===== src/logic/rifl_tx_pkg.sv =====
// shared widths, codes and types for the single-lane transmit path
// frame layout is fixed at 64 bits: code, payload field, crc from the top down
package rifl_tx_pkg;

    localparam int FRAME_WIDTH    = 64;
    localparam int CODE_WIDTH     = 4;
    localparam int CRC_WIDTH      = 12;
    localparam logic [CRC_WIDTH-1:0] CRC_POLY = 12'h02F;
    localparam int PAYLOAD_WIDTH  = FRAME_WIDTH - CODE_WIDTH - CRC_WIDTH;
    // one buffer entry per id, 64 entries
    localparam int FRAME_ID_WIDTH = 6;

    typedef logic [PAYLOAD_WIDTH-1:0]  payload_t;
    typedef logic [FRAME_WIDTH-1:0]    frame_t;
    typedef logic [FRAME_ID_WIDTH-1:0] frame_id_t;

    // header codes as seen on the wire
    typedef enum logic [CODE_WIDTH-1:0] {
        CODE_INIT      = 4'd1,
        CODE_IDLE      = 4'd2,
        CODE_DATA      = 4'd3,
        CODE_DATA_LAST = 4'd4,
        CODE_PAUSE     = 4'd5,
        CODE_RETRANS   = 4'd6
    } frame_code_t;

    // encoding matches the status flags of the full link layer
    typedef enum logic [2:0] {
        ST_INIT         = 3'd0,
        ST_SEND_PAUSE   = 3'd1,
        ST_PAUSE        = 3'd2,
        ST_RETRANS      = 3'd3,
        ST_SEND_RETRANS = 3'd4,
        ST_NORMAL       = 3'd5
    } tx_state_t;

    // what the controller wants on the wire this cycle
    typedef enum logic [2:0] {
        KIND_INIT,
        KIND_IDLE,
        KIND_PAUSE,
        KIND_RETRANS,
        KIND_USER,
        KIND_REPLAY
    } frame_kind_t;

endpackage


===== src/logic/tx_replay_if.sv =====
// replay control between the transmit FSM, the retransmission buffer and the assembler
// all signals are in the tx_frame_clk domain, pulses last one cycle
interface tx_replay_if
    import rifl_tx_pkg::*;
();
    logic      store;
    logic      start;
    frame_id_t start_id;
    logic      advance;
    frame_id_t next_id;
    payload_t  replay_payload;
    logic      replay_last;
    logic      replay_done;

    modport ctrl (
        output store, start, start_id, advance,
        input  replay_done
    );

    modport buffer (
        input  store, start, start_id, advance,
        output next_id, replay_payload, replay_last, replay_done
    );

    // retrans frames also carry the requested id
    modport assembler (
        input next_id, replay_payload, replay_last, start_id
    );

endinterface


===== src/logic/crc12_gen.sv =====
// crc-12 over code and payload, msb first, initial value zero
// the whole frame is registered, one cycle of latency
module crc12_gen
    import rifl_tx_pkg::*;
(
    input  logic                                tx_frame_clk,
    input  logic                                rst_n,
    input  logic [CODE_WIDTH+PAYLOAD_WIDTH-1:0] frame_body,
    output frame_t                              tx_frame
);
    logic [CRC_WIDTH-1:0] crc;

    // serial lfsr, unrolled over all body bits
    function automatic logic [CRC_WIDTH-1:0] calc_crc12(
        input logic [CODE_WIDTH+PAYLOAD_WIDTH-1:0] body
    );
        logic [CRC_WIDTH-1:0] acc;
        logic                 fb;
        acc = '0;
        for (int i = CODE_WIDTH + PAYLOAD_WIDTH - 1; i >= 0; i--) begin
            fb  = acc[CRC_WIDTH-1] ^ body[i];
            acc = {acc[CRC_WIDTH-2:0], 1'b0};
            if (fb) begin
                acc = acc ^ CRC_POLY;
            end
        end
        return acc;
    endfunction

    assign crc = calc_crc12(frame_body);

    always_ff @(posedge tx_frame_clk) begin
        if (!rst_n) begin
            tx_frame <= '0;
        end else begin
            tx_frame <= {frame_body, crc};
        end
    end

endmodule


===== src/logic/frame_assembler.sv =====
// header code and payload field of the next frame, crc is added downstream
module frame_assembler
    import rifl_tx_pkg::*;
(
    input  frame_kind_t                           frame_kind,
    input  payload_t                              s_axis_tdata,
    input  logic                                  s_axis_tlast,
    tx_replay_if.assembler                        replay,
    output logic [CODE_WIDTH+PAYLOAD_WIDTH-1:0]   frame_body
);
    frame_code_t code;
    payload_t    field;

    always_comb begin
        code  = CODE_IDLE;
        // control frames report the next id by default
        field = payload_t'(replay.next_id);
        case (frame_kind)
            KIND_INIT: begin
                code = CODE_INIT;
            end
            KIND_IDLE: begin
                code = CODE_IDLE;
            end
            KIND_PAUSE: begin
                code = CODE_PAUSE;
            end
            KIND_RETRANS: begin
                code  = CODE_RETRANS;
                field = payload_t'(replay.start_id);
            end
            KIND_USER: begin
                code  = s_axis_tlast ? CODE_DATA_LAST : CODE_DATA;
                field = s_axis_tdata;
            end
            KIND_REPLAY: begin
                code  = replay.replay_last ? CODE_DATA_LAST : CODE_DATA;
                field = replay.replay_payload;
            end
            default: begin
                code = CODE_IDLE;
            end
        endcase
    end

    assign frame_body = {code, field};

endmodule


===== src/logic/retrans_buffer.sv =====
// keeps every sent data frame until its id wraps around
// no flow control against overwrite, the far end must ask within 64 frames
module retrans_buffer
    import rifl_tx_pkg::*;
(
    input  logic         tx_frame_clk,
    input  logic         rst_n,
    input  payload_t     s_axis_tdata,
    input  logic         s_axis_tlast,
    tx_replay_if.buffer  replay
);
    payload_t  mem_payload [2**FRAME_ID_WIDTH];
    logic      mem_last    [2**FRAME_ID_WIDTH];
    frame_id_t wr_id;
    frame_id_t rd_ptr;

    // id counter survives alignment loss, only reset clears it
    always_ff @(posedge tx_frame_clk) begin
        if (!rst_n) begin
            wr_id <= '0;
        end else if (replay.store) begin
            wr_id <= wr_id + 1'b1;
        end
    end

    always_ff @(posedge tx_frame_clk) begin
        if (replay.store) begin
            mem_payload[wr_id] <= s_axis_tdata;
            mem_last[wr_id]    <= s_axis_tlast;
        end
    end

    // read pointer for the replay
    always_ff @(posedge tx_frame_clk) begin
        if (!rst_n) begin
            rd_ptr <= '0;
        end else if (replay.start) begin
            rd_ptr <= replay.start_id;
        end else if (replay.advance) begin
            rd_ptr <= rd_ptr + 1'b1;
        end
    end

    assign replay.next_id        = wr_id;
    assign replay.replay_payload = mem_payload[rd_ptr];
    assign replay.replay_last    = mem_last[rd_ptr];
    // caught up with the newest frame
    assign replay.replay_done    = (rd_ptr == wr_id);

endmodule


===== src/logic/rifl_tx_lane.sv =====
// transmit side of one lane, everything on tx_frame_clk
// request levels come from the far end receiver, one frame leaves every clock
module rifl_tx_lane
    import rifl_tx_pkg::*;
(
    input  logic      tx_frame_clk,
    input  logic      rst_n,
    input  logic      rx_aligned,
    input  logic      pause_request,
    input  logic      retrans_request,
    input  frame_id_t retrans_id,
    input  payload_t  s_axis_tdata,
    input  logic      s_axis_tlast,
    input  logic      s_axis_tvalid,
    output logic      s_axis_tready,
    output frame_t    tx_frame,
    output logic      tx_state_init,
    output logic      tx_state_send_pause,
    output logic      tx_state_pause,
    output logic      tx_state_send_retrans,
    output logic      tx_state_retrans,
    output logic      tx_state_normal
);
    tx_state_t                           state;
    frame_kind_t                         frame_kind;
    logic [CODE_WIDTH+PAYLOAD_WIDTH-1:0] frame_body;

    tx_replay_if replay_bus ();

    tx_state_ctrl u_tx_state_ctrl (
        .tx_frame_clk    (tx_frame_clk),
        .rst_n           (rst_n),
        .rx_aligned      (rx_aligned),
        .pause_request   (pause_request),
        .retrans_request (retrans_request),
        .retrans_id      (retrans_id),
        .s_axis_tvalid   (s_axis_tvalid),
        .s_axis_tready   (s_axis_tready),
        .state           (state),
        .frame_kind      (frame_kind),
        .replay          (replay_bus.ctrl)
    );

    retrans_buffer u_retrans_buffer (
        .tx_frame_clk (tx_frame_clk),
        .rst_n        (rst_n),
        .s_axis_tdata (s_axis_tdata),
        .s_axis_tlast (s_axis_tlast),
        .replay       (replay_bus.buffer)
    );

    frame_assembler u_frame_assembler (
        .frame_kind   (frame_kind),
        .s_axis_tdata (s_axis_tdata),
        .s_axis_tlast (s_axis_tlast),
        .replay       (replay_bus.assembler),
        .frame_body   (frame_body)
    );

    crc12_gen u_crc12_gen (
        .tx_frame_clk (tx_frame_clk),
        .rst_n        (rst_n),
        .frame_body   (frame_body),
        .tx_frame     (tx_frame)
    );

    // status flags, one per state
    assign tx_state_init         = (state == ST_INIT);
    assign tx_state_send_pause   = (state == ST_SEND_PAUSE);
    assign tx_state_pause        = (state == ST_PAUSE);
    assign tx_state_send_retrans = (state == ST_SEND_RETRANS);
    assign tx_state_retrans      = (state == ST_RETRANS);
    assign tx_state_normal       = (state == ST_NORMAL);

endmodule


===== src/logic/tx_state_ctrl.sv =====
// transmit FSM, one decision per frame clock
// frame_kind and the replay pulses are combinational from state and the request levels
module tx_state_ctrl
    import rifl_tx_pkg::*;
(
    input  logic        tx_frame_clk,
    input  logic        rst_n,
    input  logic        rx_aligned,
    input  logic        pause_request,
    input  logic        retrans_request,
    input  frame_id_t   retrans_id,
    input  logic        s_axis_tvalid,
    output logic        s_axis_tready,
    output tx_state_t   state,
    output frame_kind_t frame_kind,
    tx_replay_if.ctrl   replay
);
    tx_state_t state_next;

    // user beats only in a clean normal cycle
    assign s_axis_tready = (state == ST_NORMAL) && rx_aligned
                           && !pause_request && !retrans_request;

    always_ff @(posedge tx_frame_clk) begin
        if (!rst_n) begin
            state <= ST_INIT;
        end else begin
            state <= state_next;
        end
    end

    always_comb begin
        state_next      = state;
        frame_kind      = KIND_IDLE;
        replay.store    = 1'b0;
        replay.start    = 1'b0;
        replay.start_id = retrans_id;
        replay.advance  = 1'b0;

        // lost alignment overrides everything
        if (!rx_aligned) begin
            state_next = ST_INIT;
            frame_kind = KIND_INIT;
        end else begin
            case (state)
                ST_INIT: begin
                    state_next = ST_NORMAL;
                end
                ST_NORMAL: begin
                    if (retrans_request) begin
                        state_next = ST_SEND_RETRANS;
                    end else if (pause_request) begin
                        state_next = ST_SEND_PAUSE;
                    end else if (s_axis_tvalid && s_axis_tready) begin
                        frame_kind   = KIND_USER;
                        replay.store = 1'b1;
                    end
                end
                ST_SEND_PAUSE: begin
                    frame_kind = KIND_PAUSE;
                    state_next = ST_PAUSE;
                end
                ST_PAUSE: begin
                    // a retransmission request beats the pause
                    if (retrans_request) begin
                        state_next = ST_SEND_RETRANS;
                    end else if (!pause_request) begin
                        state_next = ST_NORMAL;
                    end
                end
                ST_SEND_RETRANS: begin
                    frame_kind   = KIND_RETRANS;
                    replay.start = 1'b1;
                    state_next   = ST_RETRANS;
                end
                ST_RETRANS: begin
                    if (replay.replay_done) begin
                        state_next = ST_NORMAL;
                    end else begin
                        frame_kind     = KIND_REPLAY;
                        replay.advance = 1'b1;
                    end
                end
                default: begin
                    state_next = ST_INIT;
                    frame_kind = KIND_INIT;
                end
            endcase
        end
    end

endmodule


===== config.mk =====
export PLATFORM = sky130hd
export DESIGN_NAME = rifl_tx_lane
export DESIGN_NICKNAME = d
export VERILOG_FILES = /design/src/logic/rifl_tx_pkg.sv /design/src/logic/tx_replay_if.sv /design/src/logic/crc12_gen.sv /design/src/logic/frame_assembler.sv /design/src/logic/retrans_buffer.sv /design/src/logic/rifl_tx_lane.sv /design/src/logic/tx_state_ctrl.sv
export SDC_FILE = /design/constraint.sdc
export NUM_CORES = 2
export LEC_CHECK = 0
export BUFFER_PORTS_ARGS = -buffer_cell sky130_fd_sc_hd__clkbuf_2
export CORE_MARGIN = 10
export CORE_UTILIZATION = 35
export CTS_CLUSTER_DIAMETER = 80
export CTS_CLUSTER_SIZE = 14
export DETAILED_ROUTE_END_ITERATION = 6
export GPL_TIMING_DRIVEN = 0
export PLACE_DENSITY = 0.59
export SETUP_SLACK_MARGIN = 0.2
export SYNTH_ARGS = -nofsm -noshare
export SYNTH_HDL_FRONTEND = slang
export SYNTH_SLANG_ARGS = --single-unit

===== constraint.sdc =====
create_clock -name tx_frame_clk -period 14.85 [get_ports tx_frame_clk]
set_input_delay 2.97 -clock tx_frame_clk [delete_from_list [all_inputs] [get_ports tx_frame_clk]]
set_output_delay 2.97 -clock tx_frame_clk [all_outputs]
set_load 0.05 [all_outputs]

# Yosys cells after proc, flatten, opt, wreduce, memory -nomap -nowiden
# Memories as Yosys holds them, arrays and structs flattened. A register that Yosys moved wholly into a read port is not among the register bits.
# Index checks and enable logic that the tools add are counted.
totals:
  elab_cells: 223
  memories: 2
  mem_bits_rw: 3136
  register_bits: 79
op_classes:
  n_bitwise: 102
  muxes: 86
  addsub: 2
  eq_ne: 13
  reduce_logical: 13
memory_table:
  columns: ["name", "depth", "width", "read_ports", "rd_clocked_by_memory_dff", "write_ports", "line_no", "source"]
  rows:
  - ["u_retrans_buffer.mem_payload", 64, 48, 1, 1, 1, "retrans_buffer.sv:12", "payload_t mem_payload [2**FRAME_ID_WIDTH];"]
  - ["u_retrans_buffer.mem_last", 64, 1, 1, 1, 1, "retrans_buffer.sv:13", "logic mem_last [2**FRAME_ID_WIDTH];"]
op_table:
  columns: ["cell", "count"]
  rows:
  - ["$mux W6", 58]
  - ["$not A5 Y5", 51]
  - ["$pmux W48 S3", 1]
  - ["$xor A1 B1 Y1", 45]
  - ["$mux W3", 12]
  - ["$pmux W4 S5", 1]
  - ["$pmux W3 S6", 1]
  - ["$pmux W3 S5", 1]
  - ["$add A6 B1 Y6 const B", 2]
  - ["$eq A3 B2 Y1 const B", 4]
  - ["$eq A3 B3 Y1 const B", 4]
  - ["$mux W1", 12]
  - ["$eq A6 B6 Y1", 1]
  - ["$logic_not A3 Y1", 2]
  - ["$ne A3 B3 Y1 const B", 2]
  - ["$xor A1 B1 Y1 const A", 6]
  - ["$logic_and A1 B1 Y1", 4]
  - ["$reduce_and A2 Y1", 2]
  - ["$eq A3 B1 Y1 const B", 1]
  - ["$reduce_and A3 Y1", 1]
  - ["$logic_not A1 Y1", 2]
  - ["$ne A2 B1 Y1 const B", 1]
  - ["$reduce_bool A2 Y1", 1]
  - ["$reduce_or A2 Y1", 1]

# Depth between registers and ports, before layout
depth:
  depth_word: 115
  depth_mapped: 30
  ltp_nobuf: 16

# By module
# From an unflattened synthesis, not the netlist that was laid out.
hier_totals:
  cells_unflattened: 5611
  hier_area_um2: 125379.0
by_module_without_submodules:
  columns: ["mod", "seq_area_each_um2", "n_inst", "area_per_inst_um2", "cells_each"]
  rows:
  - ["retrans_buffer", 94530.7, 1, 119270.6, 5060]
  - ["crc12_gen", 1281.2, 1, 4687.0, 335]
  - ["frame_assembler", 0.0, 1, 1013.5, 165]
  - ["tx_state_ctrl", 60.1, 1, 360.3, 45]
  - ["rifl_tx_lane", 0.0, 1, 47.5, 6]

# Least setup slack after synthesis
# OpenSTA, ideal clock, no wires.
synth_path:
  path_type: "input to register"
  startpoint: "input retrans_request"
  endpoint: "memory u_retrans_buffer.mem_last[47] (enable)"
  arrival_ps: 7770
  stages: 11
  n_path_buf: 7
  setup_slack_ps: 6624
  setup_time_ps: 456
  required_ps: 14394
  path_cell_list: "nor2_1 -> and4_1 -> buf_6 -> clkbuf_1 -> buf_6 -> clkbuf_1 -> buf_1 -> clkbuf_1 -> clkbuf_1 -> nand4_1 -> nor2_1"
synth_via:
  elab_chain_len: 10
synth_lines:
  columns: ["item", "line_no", "source"]
  rows:
  - ["start, declared", "rifl_tx_lane.sv:10", "input logic retrans_request,"]
  - ["$logic_not A1 Y1", "tx_state_ctrl.sv:22", "&& !pause_request && !retrans_request;"]
  - ["$logic_and A1 B1 Y1", "tx_state_ctrl.sv:22", null]
  - ["$logic_and A1 B1 Y1", "tx_state_ctrl.sv:54", "end else if (s_axis_tvalid && s_axis_tready) begin"]
  - ["$mux W1", "tx_state_ctrl.sv:54", null]
  - ["$mux W1", "tx_state_ctrl.sv:52", "end else if (pause_request) begin"]
  - ["$mux W1 *", "tx_state_ctrl.sv:50", "if (retrans_request) begin"]
  - ["$mux W1 *", "tx_state_ctrl.sv:45", "case (state)"]
  - ["$mux W1 *", "tx_state_ctrl.sv:41", "if (!rx_aligned) begin"]
  - ["$mux W1 *", "retrans_buffer.sv:27", "if (replay.store) begin"]
  - ["$mux W1 (implied by the code) *", "retrans_buffer.sv:29", "mem_last[wr_id] <= s_axis_tlast;"]
  - ["end, declared", "retrans_buffer.sv:13", null]
# Every way passes the cells marked *; elsewhere a longest branch is shown, timed or not.

==> results.tsv <==
stage	metric	value	unit
global_route	grt.overflow.total	0	
detailed_routing	drc_errors	1	
power_and_ir_drop	clkPwrFrac	30.4	%
timing	fin_skew	60.09	ps
yosys	yosys_register_bits	3220	
clock_network	postCtsSetupBuffers	0	
timing	min_period_over_period	74.01	%
power_and_ir_drop	p_switching	6611	uW
placed_design	dp_hpwl	306200	um
final_layout	drive_gt1_share	28.59	%
yosys	async_flop_share	0	%
worst_setup_path	critPathRequiredTime	15570	ps
die	io_pins	132	
yosys	synthesis.nets	5670	
worst_setup_path	crit_path_start_kind	register	
worst_setup_path	regToRegEndpoint	u_crc12_gen.tx_frame[3]	
worst_setup_path	r2r_setup_slack	3860	ps
timing	rsz0062_at_grt	no	
clock_network	clkSinkCount	3220	
hold_path	hold_depth	2	
timing	max_slew_margin	-2.022	%
timing	finalSetupTns	0	ps
power_and_ir_drop	pwr-share-comb	24.5	%
timing	fmax	0.09099	GHz
detailed_routing	via_per_inst	6.122	
yosys	yosysTopAreaCell	edfxtp_1	
power_and_ir_drop	internal_power	15590	uW
detailed_routing	drtIter0Drc	11910	
detailed_routing	ant_nets	0	
detailed_routing	wl_per_cell	41.08	um
die	die_y	620.2	um
power_and_ir_drop	swShare	29.77	%
final_layout	area_delta_synth_final	16.33	%
clock_network	ctsHoldBuffers	0	
clock_network	clock_latency	960	ps
clock_network	cts_buffer_depth	4	
clock_network	h-tree-depth	5	
die	die_x	620.2	um
final_layout	n_fill_cell	31010	
detailed_routing	first_pass_iters	7	
yosys	syn_area_per_cell	22.49	um^2
worst_setup_path	critPathKind	reg -> reg	
yosys	yosys_warnings	0	
detailed_routing	num_vias	68500	
timing	tightest_slew	1530	ps
yosys	syn_area	126100	um^2
yosys	yosysUniqueCellTypes	88	
timing	hold_violations	0	
power_and_ir_drop	leakagePower	0.04445	uW
power_and_ir_drop	power_frac_seq	45.2	%
outcome	violations	design-rule violations, max-capacitance violations, max-slew violations	
clock_network	cts_tree	built	
global_route	grt_start_max_net_pins	69	
clock_network	root_buffer	clkbuf_16	
power_and_ir_drop	finalPower	22200	uW
outcome	status	complete, but fails checks	
placed_design	dpl.cell_count	10770	
yosys	synthCells	5607	
detailed_routing	wl	459600	um
timing	fin_ws	3860	ps
run	cap_violations	5	
worst_setup_path	worstPathArrival	11710	ps
timing	setup_violations	0	
global_route	antenna_found_initial	56	
die	num_rows	220	
global_route	grt_pass1_wl	606000	um
timing	period_needed	10990	ps
global_route	track_usage	23.22	%
global_route	grt_pass1_vias	66030	
clock_network	ctsResizeCount	0	
timing	maxSlewViolCount	15	
hold_path	hp-start	u_retrans_buffer.rd_ptr[1]	
yosys	synth_area_leaders	edfxtp_1 (75%), mux4_2 (14%), mux2i_1 (1.9%)	
placed_design	pre_cts_slack	2791	ps
power_and_ir_drop	p_per_area	151.4	nW/um^2
yosys	synth.top_cell.area_share	74.68	%
worst_setup_path	r2r_cells	23	
hold_path	hold_end	u_retrans_buffer.rd_ptr[1]	
die	start_util	35.13	%
final_layout	nets	6338	
worst_setup_path	crit_path_end_kind	register	
final_layout	instances_no_fill	11190	
clock_network	cts_buffers	272	
placed_design	io_buffers	130	
worst_setup_path	worstPathMaxFanout	10	
yosys	ys_seq_area_share	76.01	%
power_and_ir_drop	ir_drop	724.7	uV
yosys	ys.flop_type	edfxtp_1	
yosys	synth_edf_count	3136	
hold_path	hold_class	reg -> reg	
die	die-area	384700	um^2
placed_design	gp_congestion	0.8529	
clock_network	clkSlewWorstSetupHoldPaths	70	ps
die	core_area	358900	um^2
==> worst max-delay path, stage by stage, from the launching register on <==
cell and delay [ps]:
dfxtp_1 380, buf_2 340, buf_6 220, buf_4 230, buf_2 380, buf_4 320, buf_4 320, buf_4 350
buf_4 410, buf_4 390, buf_2 590, buf_2 460, buf_2 450, buf_1 800, clkbuf_1 900, mux4_2 400
mux2_2 180, o211ai_1 150, a21oi_1 1230, xnor3_1 500, xnor3_1 230, xnor3_1 460, xnor2_1 170, nor2_1 750
==> how the worst max path moves through the flow <==
stage	end	slack, ps
after floorplan	u_retrans_buffer.mem_last[47]	6620
after global placement	u_retrans_buffer.mem_payload[63][25]	-4070
after detailed placement	u_retrans_buffer.mem_payload[39][22]	2790
after CTS	u_retrans_buffer.mem_payload[39][27]	3720
after global routing	u_crc12_gen.tx_frame[3]	3810
final	u_crc12_gen.tx_frame[3]	3860
==> layer usage <==
metal | wire length (um) | global-route usage (%) | part of all wire, % | vias to the layer above
li1 | - | - | - | 24960
met1 | 158300 | 28.78 | 34 | 36720
met2 | 212900 | 36.62 | 46 | 5487
met3 | 55100 | 6.349 | 12 | 1303
met4 | 33090 | 13.68 | 7.2 | 32
met5 | 214 | 0 | 0.047 | -
==> cell usage after synthesis (all sizes together) (4+ instances only) <==
library cell  count
nand4            16
xnor3            49
dfxtp            84
nor3              6
and2             40
nor4              4
nand2b            7
clkbuf          108
edfxtp         3136
o21ai            37
xor2             46
a32oi             9
nor2            155
a31oi            14
a2111oi           6
nand2            89
nand3b            6
inv               6
mux2i           244
o211ai           13
a211oi           16
or2               7
a22o             33
xor3              9
a21oi            61
a22oi           128
mux4            790
and3              5
a311oi            5
mux2             29
a221oi           27
o22ai            15
xnor2            89
nand3            52
nor2b            21
buf             194
a32o              4
==> final cells by class <==
class / instances / area [um^2] / area share [%]
repair buffers: 394 / 6344 / 4.324
plain buffers: 303 / 2123 / 1.447
clock buffers: 327 / 7311 / 4.984
clock inverters: 24 / 300.3 / 0.2047
well taps: 4773 / 5972 / 4.071
multi-input cells: 2077 / 28610 / 19.50
inverters: 7 / 26.28 / 0.01791
diodes: 63 / 157.7 / 0.1075
flip-flops and latches: 3220 / 95850 / 65.34
==> power groups by stage <==
stage | combinational, uW | sequential (uW) | clock (uW)
after floorplan | 3090 | 10300 | 0
final | 5430 | 10000 | 6740
after CTS | 5290 | 10000 | 6780
after global placement | 5250 | 10200 | 0
after global routing | 5600 | 10000 | 7100
after detailed placement | 5260 | 10200 | 0
==> sequential cells by signal (all words and copies together), names as in the netlist, named ones only <==
name,flops
u_retrans_buffer.mem_payload,3072
u_crc12_gen.tx_frame,63
u_retrans_buffer.rd_ptr,6
u_retrans_buffer.mem_last,64
u_retrans_buffer.replay.next_id,6
u_tx_state_ctrl.state,3
==> stage by stage <==
step | cell area, um^2 | hold WS, ps | utilization (%)
after global placement | 132700 | 564.5 | 36.98
after floorplan | 126100 | 515.7 | -
after CTS | 146500 | 591.7 | 40.81
after detailed placement | 138900 | 582.3 | 38.69
after global routing | 146700 | 624.0 | 40.86
final | 146700 | 601.8 | 40.87
==> kinds of logic after synthesis <==
| logic type | share of synthesized area [%] |
|---|---|
| AND/OR/NAND/NOR | 1.594 |
| XOR/XNOR | 2.040 |
| adder cells (fa/ha/maj) | 0.01984 |
| other | 0.002974 |
| buffers and inverters | 1.696 |
| multiplexers | 16.36 |
| flip-flops | 76.01 |
| AO/OA/AOI/OAI | 2.280 |
==> placed cells by master, fill, tap and decap left out, drive strengths merged, types with 7 or more instances in the layout <==
master	n
diode	63
buf	458
a31oi	14
nand2b	7
or2	7
xor3	9
nand4	16
inv	14
a21oi	61
mux2i	244
dfxtp	84
xnor3	49
a32oi	9
clkbuf	565
xnor2	89
nand3	52
and2	40
xor2	46
mux4	790
a22oi	128
o211ai	13
nand2	89
mux2	29
nor2b	21
a22o	33
a221oi	27
edfxtp	3136
o21ai	37
clkinv	14
o22ai	15
a211oi	16
nor2	155
Power figures use the tool's default switching activity.
